## config.mk

```make
export PLATFORM = sky130hd
export DESIGN_NAME = gem_sync_top
export DESIGN_NICKNAME = d
export VERILOG_FILES = /design/src/hdl/gem_sync_pkg.sv /design/src/hdl/gem_fiber_if.sv /design/src/hdl/gem_sync_top.sv /design/src/hdl/gem_sync_mon.sv /design/src/hdl/gem_sync_gate.sv /design/src/hdl/gem_fiber_check.sv
export VERILOG_INCLUDE_DIRS = /design/src /design/src/hdl
export SDC_FILE = /design/constraint.sdc
export NUM_CORES = 1
export LEC_CHECK = 0
export CELL_PAD_IN_SITES_DETAIL_PLACEMENT = 0
export CELL_PAD_IN_SITES_GLOBAL_PLACEMENT = 2
export CORE_MARGIN = 3
export CORE_UTILIZATION = 40
export CTS_CLUSTER_SIZE = 16
export DETAILED_ROUTE_END_ITERATION = 7
export DONT_BUFFER_PORTS = 1
export HOLD_SLACK_MARGIN = 0.1
export PLACE_DENSITY = 0.83
export SLEW_MARGIN = 20
export SYNTH_ARGS = -nofsm -noshare
export SYNTH_HDL_FRONTEND = slang
export SYNTH_SLANG_ARGS = --single-unit
```

## constraint.sdc

```tcl
create_clock -name clock -period 4.41 [get_ports clock]
set_input_delay 1.1025 -clock clock [delete_from_list [all_inputs] [get_ports clock]]
set_output_delay 1.1025 -clock clock [all_outputs]
set_load 0.01 [all_outputs]
```

## src/hdl/gem_sync_params.svh

```systemverilog
`ifndef GEM_SYNC_PARAMS_SVH
`define GEM_SYNC_PARAMS_SVH

// number of trigger fibers per superchamber, two per chamber
`define GEM_NUM_FIBERS 4

// cycles to wait after clock lock before the monitor is armed
`define GEM_PWRUP_DLY 2

// width of the sync-done delay select, lines are 2**bits deep
`define GEM_DLY_BITS 4

`endif
```

## src/hdl/gem_sync_pkg.sv

```systemverilog
`default_nettype none

package gem_sync_pkg;

  // -------------------------------------------------------------------------
  // K-codes seen on the trigger fibers
  // -------------------------------------------------------------------------

  // frame separators, one per bx, rotating bc -> f7 -> fb -> fd -> bc
  localparam logic [7:0] K_SEP_BC   = 8'hBC;
  localparam logic [7:0] K_SEP_F7   = 8'hF7;
  localparam logic [7:0] K_SEP_FB   = 8'hFB;
  localparam logic [7:0] K_SEP_FD   = 8'hFD;

  localparam logic [7:0] K_OVERFLOW = 8'hFC;  // more than 8 clusters on the oh
  localparam logic [7:0] K_BC0      = 8'h1C;  // bc0 marker
  localparam logic [7:0] K_RESYNC   = 8'h3C;  // resync marker

  // -------------------------------------------------------------------------
  // chamber and fiber numbering inside the superchamber
  // -------------------------------------------------------------------------
  localparam int unsigned CHAMBER_A = 0;
  localparam int unsigned CHAMBER_B = 1;

  localparam int unsigned FIB_A0 = 0;  // chamber a, first fiber
  localparam int unsigned FIB_A1 = 1;
  localparam int unsigned FIB_B0 = 2;  // chamber b, first fiber
  localparam int unsigned FIB_B1 = 3;

endpackage

`default_nettype wire

```

## src/hdl/gem_fiber_if.sv

```systemverilog
`timescale 1ns/100ps
`default_nettype none

// checked result of one trigger fiber, checker to monitor
interface gem_fiber_if;

  logic [7:0] kchar;      // received character, one stage late
  logic       frame_err;  // separator out of table or out of order
  logic       overflow;   // fc seen
  logic       bc0;        // 1c seen
  logic       resync;     // 3c seen

  modport chk (
    output kchar, frame_err, overflow, bc0, resync
  );

  modport mon (
    input kchar, frame_err, overflow, bc0, resync
  );

endinterface

`default_nettype wire

```

## src/hdl/gem_sync_top.sv

```systemverilog
`timescale 1ns/100ps
`default_nettype none

`include "gem_sync_params.svh"

module gem_sync_top (
  input  logic                       clock,
  input  logic                       reset,
  input  logic                       clock_lock,
  input  logic                       ttc_resync,
  input  logic [7:0]                 gem0_kchar,    // chamber a fibers
  input  logic [7:0]                 gem1_kchar,
  input  logic [7:0]                 gem2_kchar,    // chamber b fibers
  input  logic [7:0]                 gem3_kchar,
  input  logic [`GEM_NUM_FIBERS-1:0] fiber_enable,
  input  logic [`GEM_NUM_FIBERS-1:0] link_good,
  input  logic                       a_sync_done,
  input  logic                       b_sync_done,
  input  logic [`GEM_DLY_BITS-1:0]   a_delay,
  input  logic [`GEM_DLY_BITS-1:0]   b_delay,
  output logic                       a_synced,
  output logic                       b_synced,
  output logic                       gems_synced,
  output logic                       a_lostsync,
  output logic                       b_lostsync,
  output logic                       gems_lostsync
);

  logic ready;   // gate to checkers and monitor
  logic a_done;
  logic b_done;

  gem_fiber_if fib0 ();
  gem_fiber_if fib1 ();
  gem_fiber_if fib2 ();
  gem_fiber_if fib3 ();

  // -------------------------------------------------------------------------
  // per-fiber checkers
  // -------------------------------------------------------------------------
  gem_fiber_check u_chk0 (.clock, .reset, .ready, .kchar_in(gem0_kchar), .fib(fib0));
  gem_fiber_check u_chk1 (.clock, .reset, .ready, .kchar_in(gem1_kchar), .fib(fib1));
  gem_fiber_check u_chk2 (.clock, .reset, .ready, .kchar_in(gem2_kchar), .fib(fib2));
  gem_fiber_check u_chk3 (.clock, .reset, .ready, .kchar_in(gem3_kchar), .fib(fib3));

  gem_sync_gate u_gate (
    .clock, .reset, .clock_lock, .ttc_resync,
    .a_sync_done, .b_sync_done,
    .a_delay, .b_delay,
    .ready, .a_done, .b_done
  );

  gem_sync_mon u_mon (
    .clock, .ready, .a_done, .b_done,
    .link_good, .fiber_enable,
    .f0(fib0), .f1(fib1), .f2(fib2), .f3(fib3),
    .a_synced, .b_synced, .gems_synced,
    .a_lostsync, .b_lostsync, .gems_lostsync
  );

endmodule

`default_nettype wire

```

## src/hdl/gem_sync_mon.sv

```systemverilog
`timescale 1ns/100ps
`default_nettype none

`include "gem_sync_params.svh"

module gem_sync_mon (
  input  logic                       clock,
  input  logic                       ready,         // monitor armed
  input  logic                       a_done,        // delayed sync done, chamber a
  input  logic                       b_done,
  input  logic [`GEM_NUM_FIBERS-1:0] link_good,
  input  logic [`GEM_NUM_FIBERS-1:0] fiber_enable,
  gem_fiber_if.mon                   f0,
  gem_fiber_if.mon                   f1,
  gem_fiber_if.mon                   f2,
  gem_fiber_if.mon                   f3,
  output logic                       a_synced,      // both fibers of a agree
  output logic                       b_synced,
  output logic                       gems_synced,   // a and b agree
  output logic                       a_lostsync,    // sticky copies
  output logic                       b_lostsync,
  output logic                       gems_lostsync
);

  import gem_sync_pkg::*;

  logic [`GEM_NUM_FIBERS-1:0] lg_r1;  // link_good history
  logic [`GEM_NUM_FIBERS-1:0] lg_r2;
  logic [1:0]                 skip;   // per chamber, check suppressed
  logic [1:0]                 sync;   // per chamber, live result
  logic                       gems_sync;
  logic                       a_hold;  // force outputs to idle values
  logic                       b_hold;
  logic                       s_hold;

  always_ff @(posedge clock) begin
    lg_r1 <= link_good;
    lg_r2 <= lg_r1;
  end

  // -------------------------------------------------------------------------
  // skip terms and chamber compare
  // -------------------------------------------------------------------------
  always_comb begin
    skip[CHAMBER_A] = f0.overflow || f0.bc0 || f0.resync ||
                      f1.overflow || f1.bc0 || f1.resync ||
                      !(&link_good[FIB_A1:FIB_A0]) ||
                      !(&lg_r2[FIB_A1:FIB_A0]) ||     // link must have been up too
                      !(&fiber_enable[FIB_A1:FIB_A0]);
    skip[CHAMBER_B] = f2.overflow || f2.bc0 || f2.resync ||
                      f3.overflow || f3.bc0 || f3.resync ||
                      !(&link_good[FIB_B1:FIB_B0]) ||
                      !(&lg_r2[FIB_B1:FIB_B0]) ||
                      !(&fiber_enable[FIB_B1:FIB_B0]);

    // fibers of one oh carry the same separator
    sync[CHAMBER_A] = skip[CHAMBER_A] ||
                      (!(f0.frame_err || f1.frame_err) && (f0.kchar == f1.kchar));
    sync[CHAMBER_B] = skip[CHAMBER_B] ||
                      (!(f2.frame_err || f3.frame_err) && (f2.kchar == f3.kchar));

    // superchamber, first fiber of each chamber
    gems_sync = (|skip) || ((f0.kchar == f2.kchar) && (&sync));

    a_hold = !ready || !a_done;
    b_hold = !ready || !b_done;
    s_hold = a_hold || b_hold;
  end

  // -------------------------------------------------------------------------
  // live and latched outputs
  // -------------------------------------------------------------------------
  always_ff @(posedge clock) begin
    a_synced      <= a_hold ? 1'b1 : sync[CHAMBER_A];
    b_synced      <= b_hold ? 1'b1 : sync[CHAMBER_B];
    gems_synced   <= s_hold ? 1'b1 : gems_sync;

    a_lostsync    <= a_hold ? 1'b0 : (a_lostsync | ~sync[CHAMBER_A]);
    b_lostsync    <= b_hold ? 1'b0 : (b_lostsync | ~sync[CHAMBER_B]);
    gems_lostsync <= s_hold ? 1'b0 : (gems_lostsync | ~gems_synced);  // one cycle later
  end

endmodule

`default_nettype wire

```

## src/hdl/gem_sync_gate.sv

```systemverilog
`timescale 1ns/100ps
`default_nettype none

`include "gem_sync_params.svh"

module gem_sync_gate (
  input  logic                     clock,
  input  logic                     reset,
  input  logic                     clock_lock,   // pll locked
  input  logic                     ttc_resync,
  input  logic                     a_sync_done,  // chamber a resync finished
  input  logic                     b_sync_done,
  input  logic [`GEM_DLY_BITS-1:0] a_delay,      // extra cycles on a_done
  input  logic [`GEM_DLY_BITS-1:0] b_delay,
  output logic                     ready,
  output logic                     a_done,
  output logic                     b_done
);

  localparam int unsigned CNT_W = $clog2(`GEM_PWRUP_DLY + 1);
  localparam int unsigned DEPTH = 1 << `GEM_DLY_BITS;

  logic [CNT_W-1:0] pwr_cnt;   // power-up counter, saturates at the delay
  logic             power_up;  // power-up delay has run out
  logic [DEPTH-1:0] a_line;    // sync-done history, bit 0 is one cycle old
  logic [DEPTH-1:0] b_line;

  // -------------------------------------------------------------------------
  // power-up and resync ready
  // -------------------------------------------------------------------------
  assign power_up = (pwr_cnt == CNT_W'(`GEM_PWRUP_DLY));

  always_ff @(posedge clock) begin
    if (reset)
      pwr_cnt <= '0;
    else if (clock_lock && !power_up)
      pwr_cnt <= pwr_cnt + 1'b1;  // only counts while locked
  end

  always_ff @(posedge clock) begin
    if (reset)
      ready <= 1'b0;
    else
      ready <= power_up && !ttc_resync;  // drops for each ttc resync
  end

  // -------------------------------------------------------------------------
  // sync-done delay lines
  // -------------------------------------------------------------------------
  always_ff @(posedge clock) begin
    if (reset) begin
      a_line <= '0;
      b_line <= '0;
    end else begin
      a_line <= {a_line[DEPTH-2:0], a_sync_done};
      b_line <= {b_line[DEPTH-2:0], b_sync_done};
    end
  end

  // tap n gives n+1 cycles of delay
  assign a_done = a_line[a_delay];
  assign b_done = b_line[b_delay];

endmodule

`default_nettype wire

```

## src/hdl/gem_fiber_check.sv

```systemverilog
`timescale 1ns/100ps
`default_nettype none

module gem_fiber_check (
  input  logic       clock,
  input  logic       reset,
  input  logic       ready,     // monitor armed, from the gate
  input  logic [7:0] kchar_in,  // one k-char per clock from the receiver
  gem_fiber_if.chk   fib
);

  import gem_sync_pkg::*;

  logic [7:0] sep_next;    // local oscillator, expected next separator
  logic [7:0] sep_used;    // value the oscillator steps from
  logic       in_table;    // kchar_in is one of the four separators
  logic       is_special;  // fc, 1c or 3c
  logic       sep_err;
  logic       err_q;

  // successor in the separator rotation
  function automatic logic [7:0] step_sep(input logic [7:0] sep);
    case (sep)
      K_SEP_BC: step_sep = K_SEP_F7;
      K_SEP_F7: step_sep = K_SEP_FB;
      K_SEP_FB: step_sep = K_SEP_FD;
      K_SEP_FD: step_sep = K_SEP_BC;
      default:  step_sep = K_SEP_BC;  // restart the cycle
    endcase
  endfunction

  // -------------------------------------------------------------------------
  // decode of the incoming character
  // -------------------------------------------------------------------------
  always_comb begin
    in_table   = (kchar_in == K_SEP_BC) || (kchar_in == K_SEP_F7) ||
                 (kchar_in == K_SEP_FB) || (kchar_in == K_SEP_FD);
    is_special = (kchar_in == K_OVERFLOW) || (kchar_in == K_BC0) ||
                 (kchar_in == K_RESYNC);

    // anything not a separator is taken as the expected one,
    // so a single bad char does not knock the oscillator out of step
    sep_used = in_table ? kchar_in : sep_next;

    if (in_table)
      sep_err = (kchar_in != sep_next);  // out of order
    else
      sep_err = !is_special;             // garbage, special codes are fine
  end

  // -------------------------------------------------------------------------
  // oscillator and flag registers
  // -------------------------------------------------------------------------
  always_ff @(posedge clock) begin
    if (reset) begin
      sep_next     <= K_SEP_BC;
      err_q        <= 1'b0;
      fib.overflow <= 1'b0;
      fib.bc0      <= 1'b0;
      fib.resync   <= 1'b0;
    end else begin
      sep_next     <= step_sep(sep_used);  // advances every cycle
      err_q        <= sep_err;
      fib.overflow <= (kchar_in == K_OVERFLOW);
      fib.bc0      <= (kchar_in == K_BC0);
      fib.resync   <= (kchar_in == K_RESYNC);
    end
  end

  always_ff @(posedge clock) begin
    fib.kchar <= kchar_in;  // payload copy for the cross-fiber compare
  end

  assign fib.frame_err = err_q & ready;  // quiet while not armed

endmodule

`default_nettype wire

```

==> metrics <==
result of the run finished, final reports clean; worst-case clock skew 0.0124 ns; Detailed Route WL around 8600 um; leakage power 0.00190 uW; vias in the first global route between 2k and 3k; number of enable-type register cells in the synthesized netlist 0; height of the chip roughly 110 um; hold bufs inserted after CTS 0; largest net degree at the start of global routing 64; total number of clock tree sinks around 110; total area of sequential cells around 0.0023 sq mm; area enclosed by the die boundary 0.0121 sq mm; vias post-DR about 3.0k; Worst-Skew Late Latency 0.50 ns; Pwr Density 539 mW/mm^2; CTS tree yes; final weighted congestion of routability-driven global placement between 0.8 and 0.9; Synth Net Count between 400 and 500; remaining antenna violation count after routing 0; I/O pin count 60; count of standard-cell rows 37; number of distinct standard cells referenced by the synthesized netlist 46; most common flop cell mapped by yosys dfxtp_1; maximum capacitance violations 0; post-synthesis instance area 0.00433 sq mm; worst reg2reg setup slack about 2.9 ns; Synth warnings 0; unrepaired setup endpoints after global routing no; dpl hpwl 6270 um; total area of multi-input combinational cells 0.00200 sq mm; endpoint type of the worst setup path output port; startpoint kind of the worst setup timing path flop; Max VDD drop 0.215 mV; register area share after synthesis 0.522; final cycle utilization of the critical path 0.450; share of final-layout standard cells stronger than drive strength 1 0.0930; clk buf depth 2; PortBufs 0; global-route wire length before repair 14,200 um; fill cell count 967; final hold slack approximately 0.32 ns; CTS Root Buffer Type clkbuf_8; setup violation total in the final timing report 0; async set-or-reset flop fraction in the synthesized netlist 0; post-synthesis average cell area between 10 and 15 sq um; initial core utilization 0.416; post-CTS setup repair buffer count 0; DRT iter0 DRCs 111; total congestion overflow after global routing 0; count of cells resized by post-cts repair 0; growth of design area from synthesis to finish 17.5%; CORE AREA between 0.01 and 0.015 sq mm; crit path max fanout 2; initial antenna violation count 0; synthesized instance count 420; Crit Path Class reg -> out; Antenna Diode Count 0; via-per-instance ratio 5.14; drc violations 0; maximum clock frequency around 500 MHz; aggregate negative setup slack 0 ns; Clock H-tree levels 4; Worst Hold Class reg -> reg; Detailed Routing Iterations Pass 1 4; Worst-Margin Slew 0.583 ns; horizontal extent of the die 110 um; clock transition at the registers of the reported paths 0.05 ns; Final Hold Viols 0; min cycle time layout 1.99 ns; Inserted Clock Buffers 17; Final #Nets 483; Critical Path AT 0.88 ns; endpoint required time on the critical path roughly 3.3 ns; overall track demand over capacity in global routing 0.155; Wirelength per Cell about 15 um; max-slew violation count 0; worst slew margin relative to its limit 0.609; number of storage elements in the synthesis netlist 113
## per-layer routing
metal,share of wire,GRT usage,wire [um]
met3,0.060,0.0606,518
met2,0.46,0.234,3950
met1,0.46,0.198,4000
met4,0.017,0.0668,144
met5,0,0,0
## synth_stat cells (11+ instances only)
library cell    n  area share
xnor2_1        27       0.055
nor2b_1        37       0.053
xor2_1         18       0.036
nand4_1        11       0.016
nand2_1        21       0.018
nand3_1        12       0.014
nor3_1         13       0.015
a21oi_1        13       0.015
nor2_1         34       0.029
and3_1         11       0.016
dfxtp_1       113        0.52
## cell families (layout without fill, tap and decap cells)
| family | after synthesis | in the layout | synth area share |
|---|---|---|---|
| fa+ha+maj | 1 | 1 | 0.00289 |
| flops | 113 | 113 | 0.522 |
| simple gates | 179 | 179 | 0.231 |
| mux | 16 | 16 | 0.0563 |
| xor+xnor | 45 | 45 | 0.0910 |
| compound gates | 49 | 49 | 0.0809 |
| buf+inv | 17 | 38 | 0.0153 |
## metrics by stage
step / area [sq um] / util / total power [uW] / instances / setup slack, ns
after floorplan: 4330 / - / 1310 / 420 / 2.07
after global placement: 4460 / 0.428 / 1340 / 545 / 2.04
after detailed placement: 4460 / 0.428 / 1340 / 545 / 2.00
after CTS: 5090 / 0.489 / 2770 / 577 / 2.40
after global routing: 5090 / 0.489 / 2860 / 577 / 2.36
final: 5090 / 0.489 / 2740 / 577 / 2.42
## where the power goes
part / total, uW / internal (uW) / switching, uW
registers: 1130 / 1080 / 53.5
logic: 179 / 103 / 76.4
clock network: 1430 / 975 / 454
total: 2740 / 2160 / 584
## path summary, 6_finish.rpt
kind / start / endpoint / depth (start not counted)
max: u_mon.b_lostsync / b_lostsync / 0
min: u_mon.lg_r1[1] / u_mon.lg_r2[1] / 0
max reg2reg: u_chk2.fib.kchar[1] / u_mon.gems_synced / 5
min reg2reg: u_mon.lg_r1[1] / u_mon.lg_r2[1] / 0
## state kept, by name (all words and copies together) (netlist names), 2 cells and up
signal,cells
u_chk0.sep_next,4
u_chk3.sep_next,4
u_chk3.fib.kchar,8
u_mon.lg_r2,4
u_chk1.sep_next,4
u_gate.a_line,16
u_gate.b_line,16
u_gate.pwr_cnt,2
u_chk2.fib.kchar,8
u_chk2.sep_next,4
u_mon.lg_r1,4
u_chk1.fib.kchar,8
u_chk0.fib.kchar,8
## layout by cell type, fill, tap and decap left out, drive strengths merged, types with 9 or more instances in the layout
| cell type | Yosys | routed |
|---|---|---|
| nor3 | 13 | 13 |
| clkbuf | 9 | 19 |
| nand3 | 12 | 12 |
| dfxtp | 113 | 113 |
| nor2 | 35 | 35 |
| mux2i | 9 | 9 |
| nor2b | 37 | 37 |
| nand4 | 11 | 11 |
| xor2 | 18 | 18 |
| a21oi | 13 | 13 |
| xnor2 | 27 | 27 |
| and3 | 11 | 11 |
| nor4 | 9 | 9 |
| o21ai | 10 | 10 |
| nand2 | 21 | 21 |
## area by class of cell
type,instances,area share
multi-input cells,290,0.394
clock inverters,13,0.0411
flip-flops and latches,113,0.445
well taps,136,0.0334
inverters,6,0.00443
clock buffers,19,0.0829
Power figures use the tool's default switching activity.
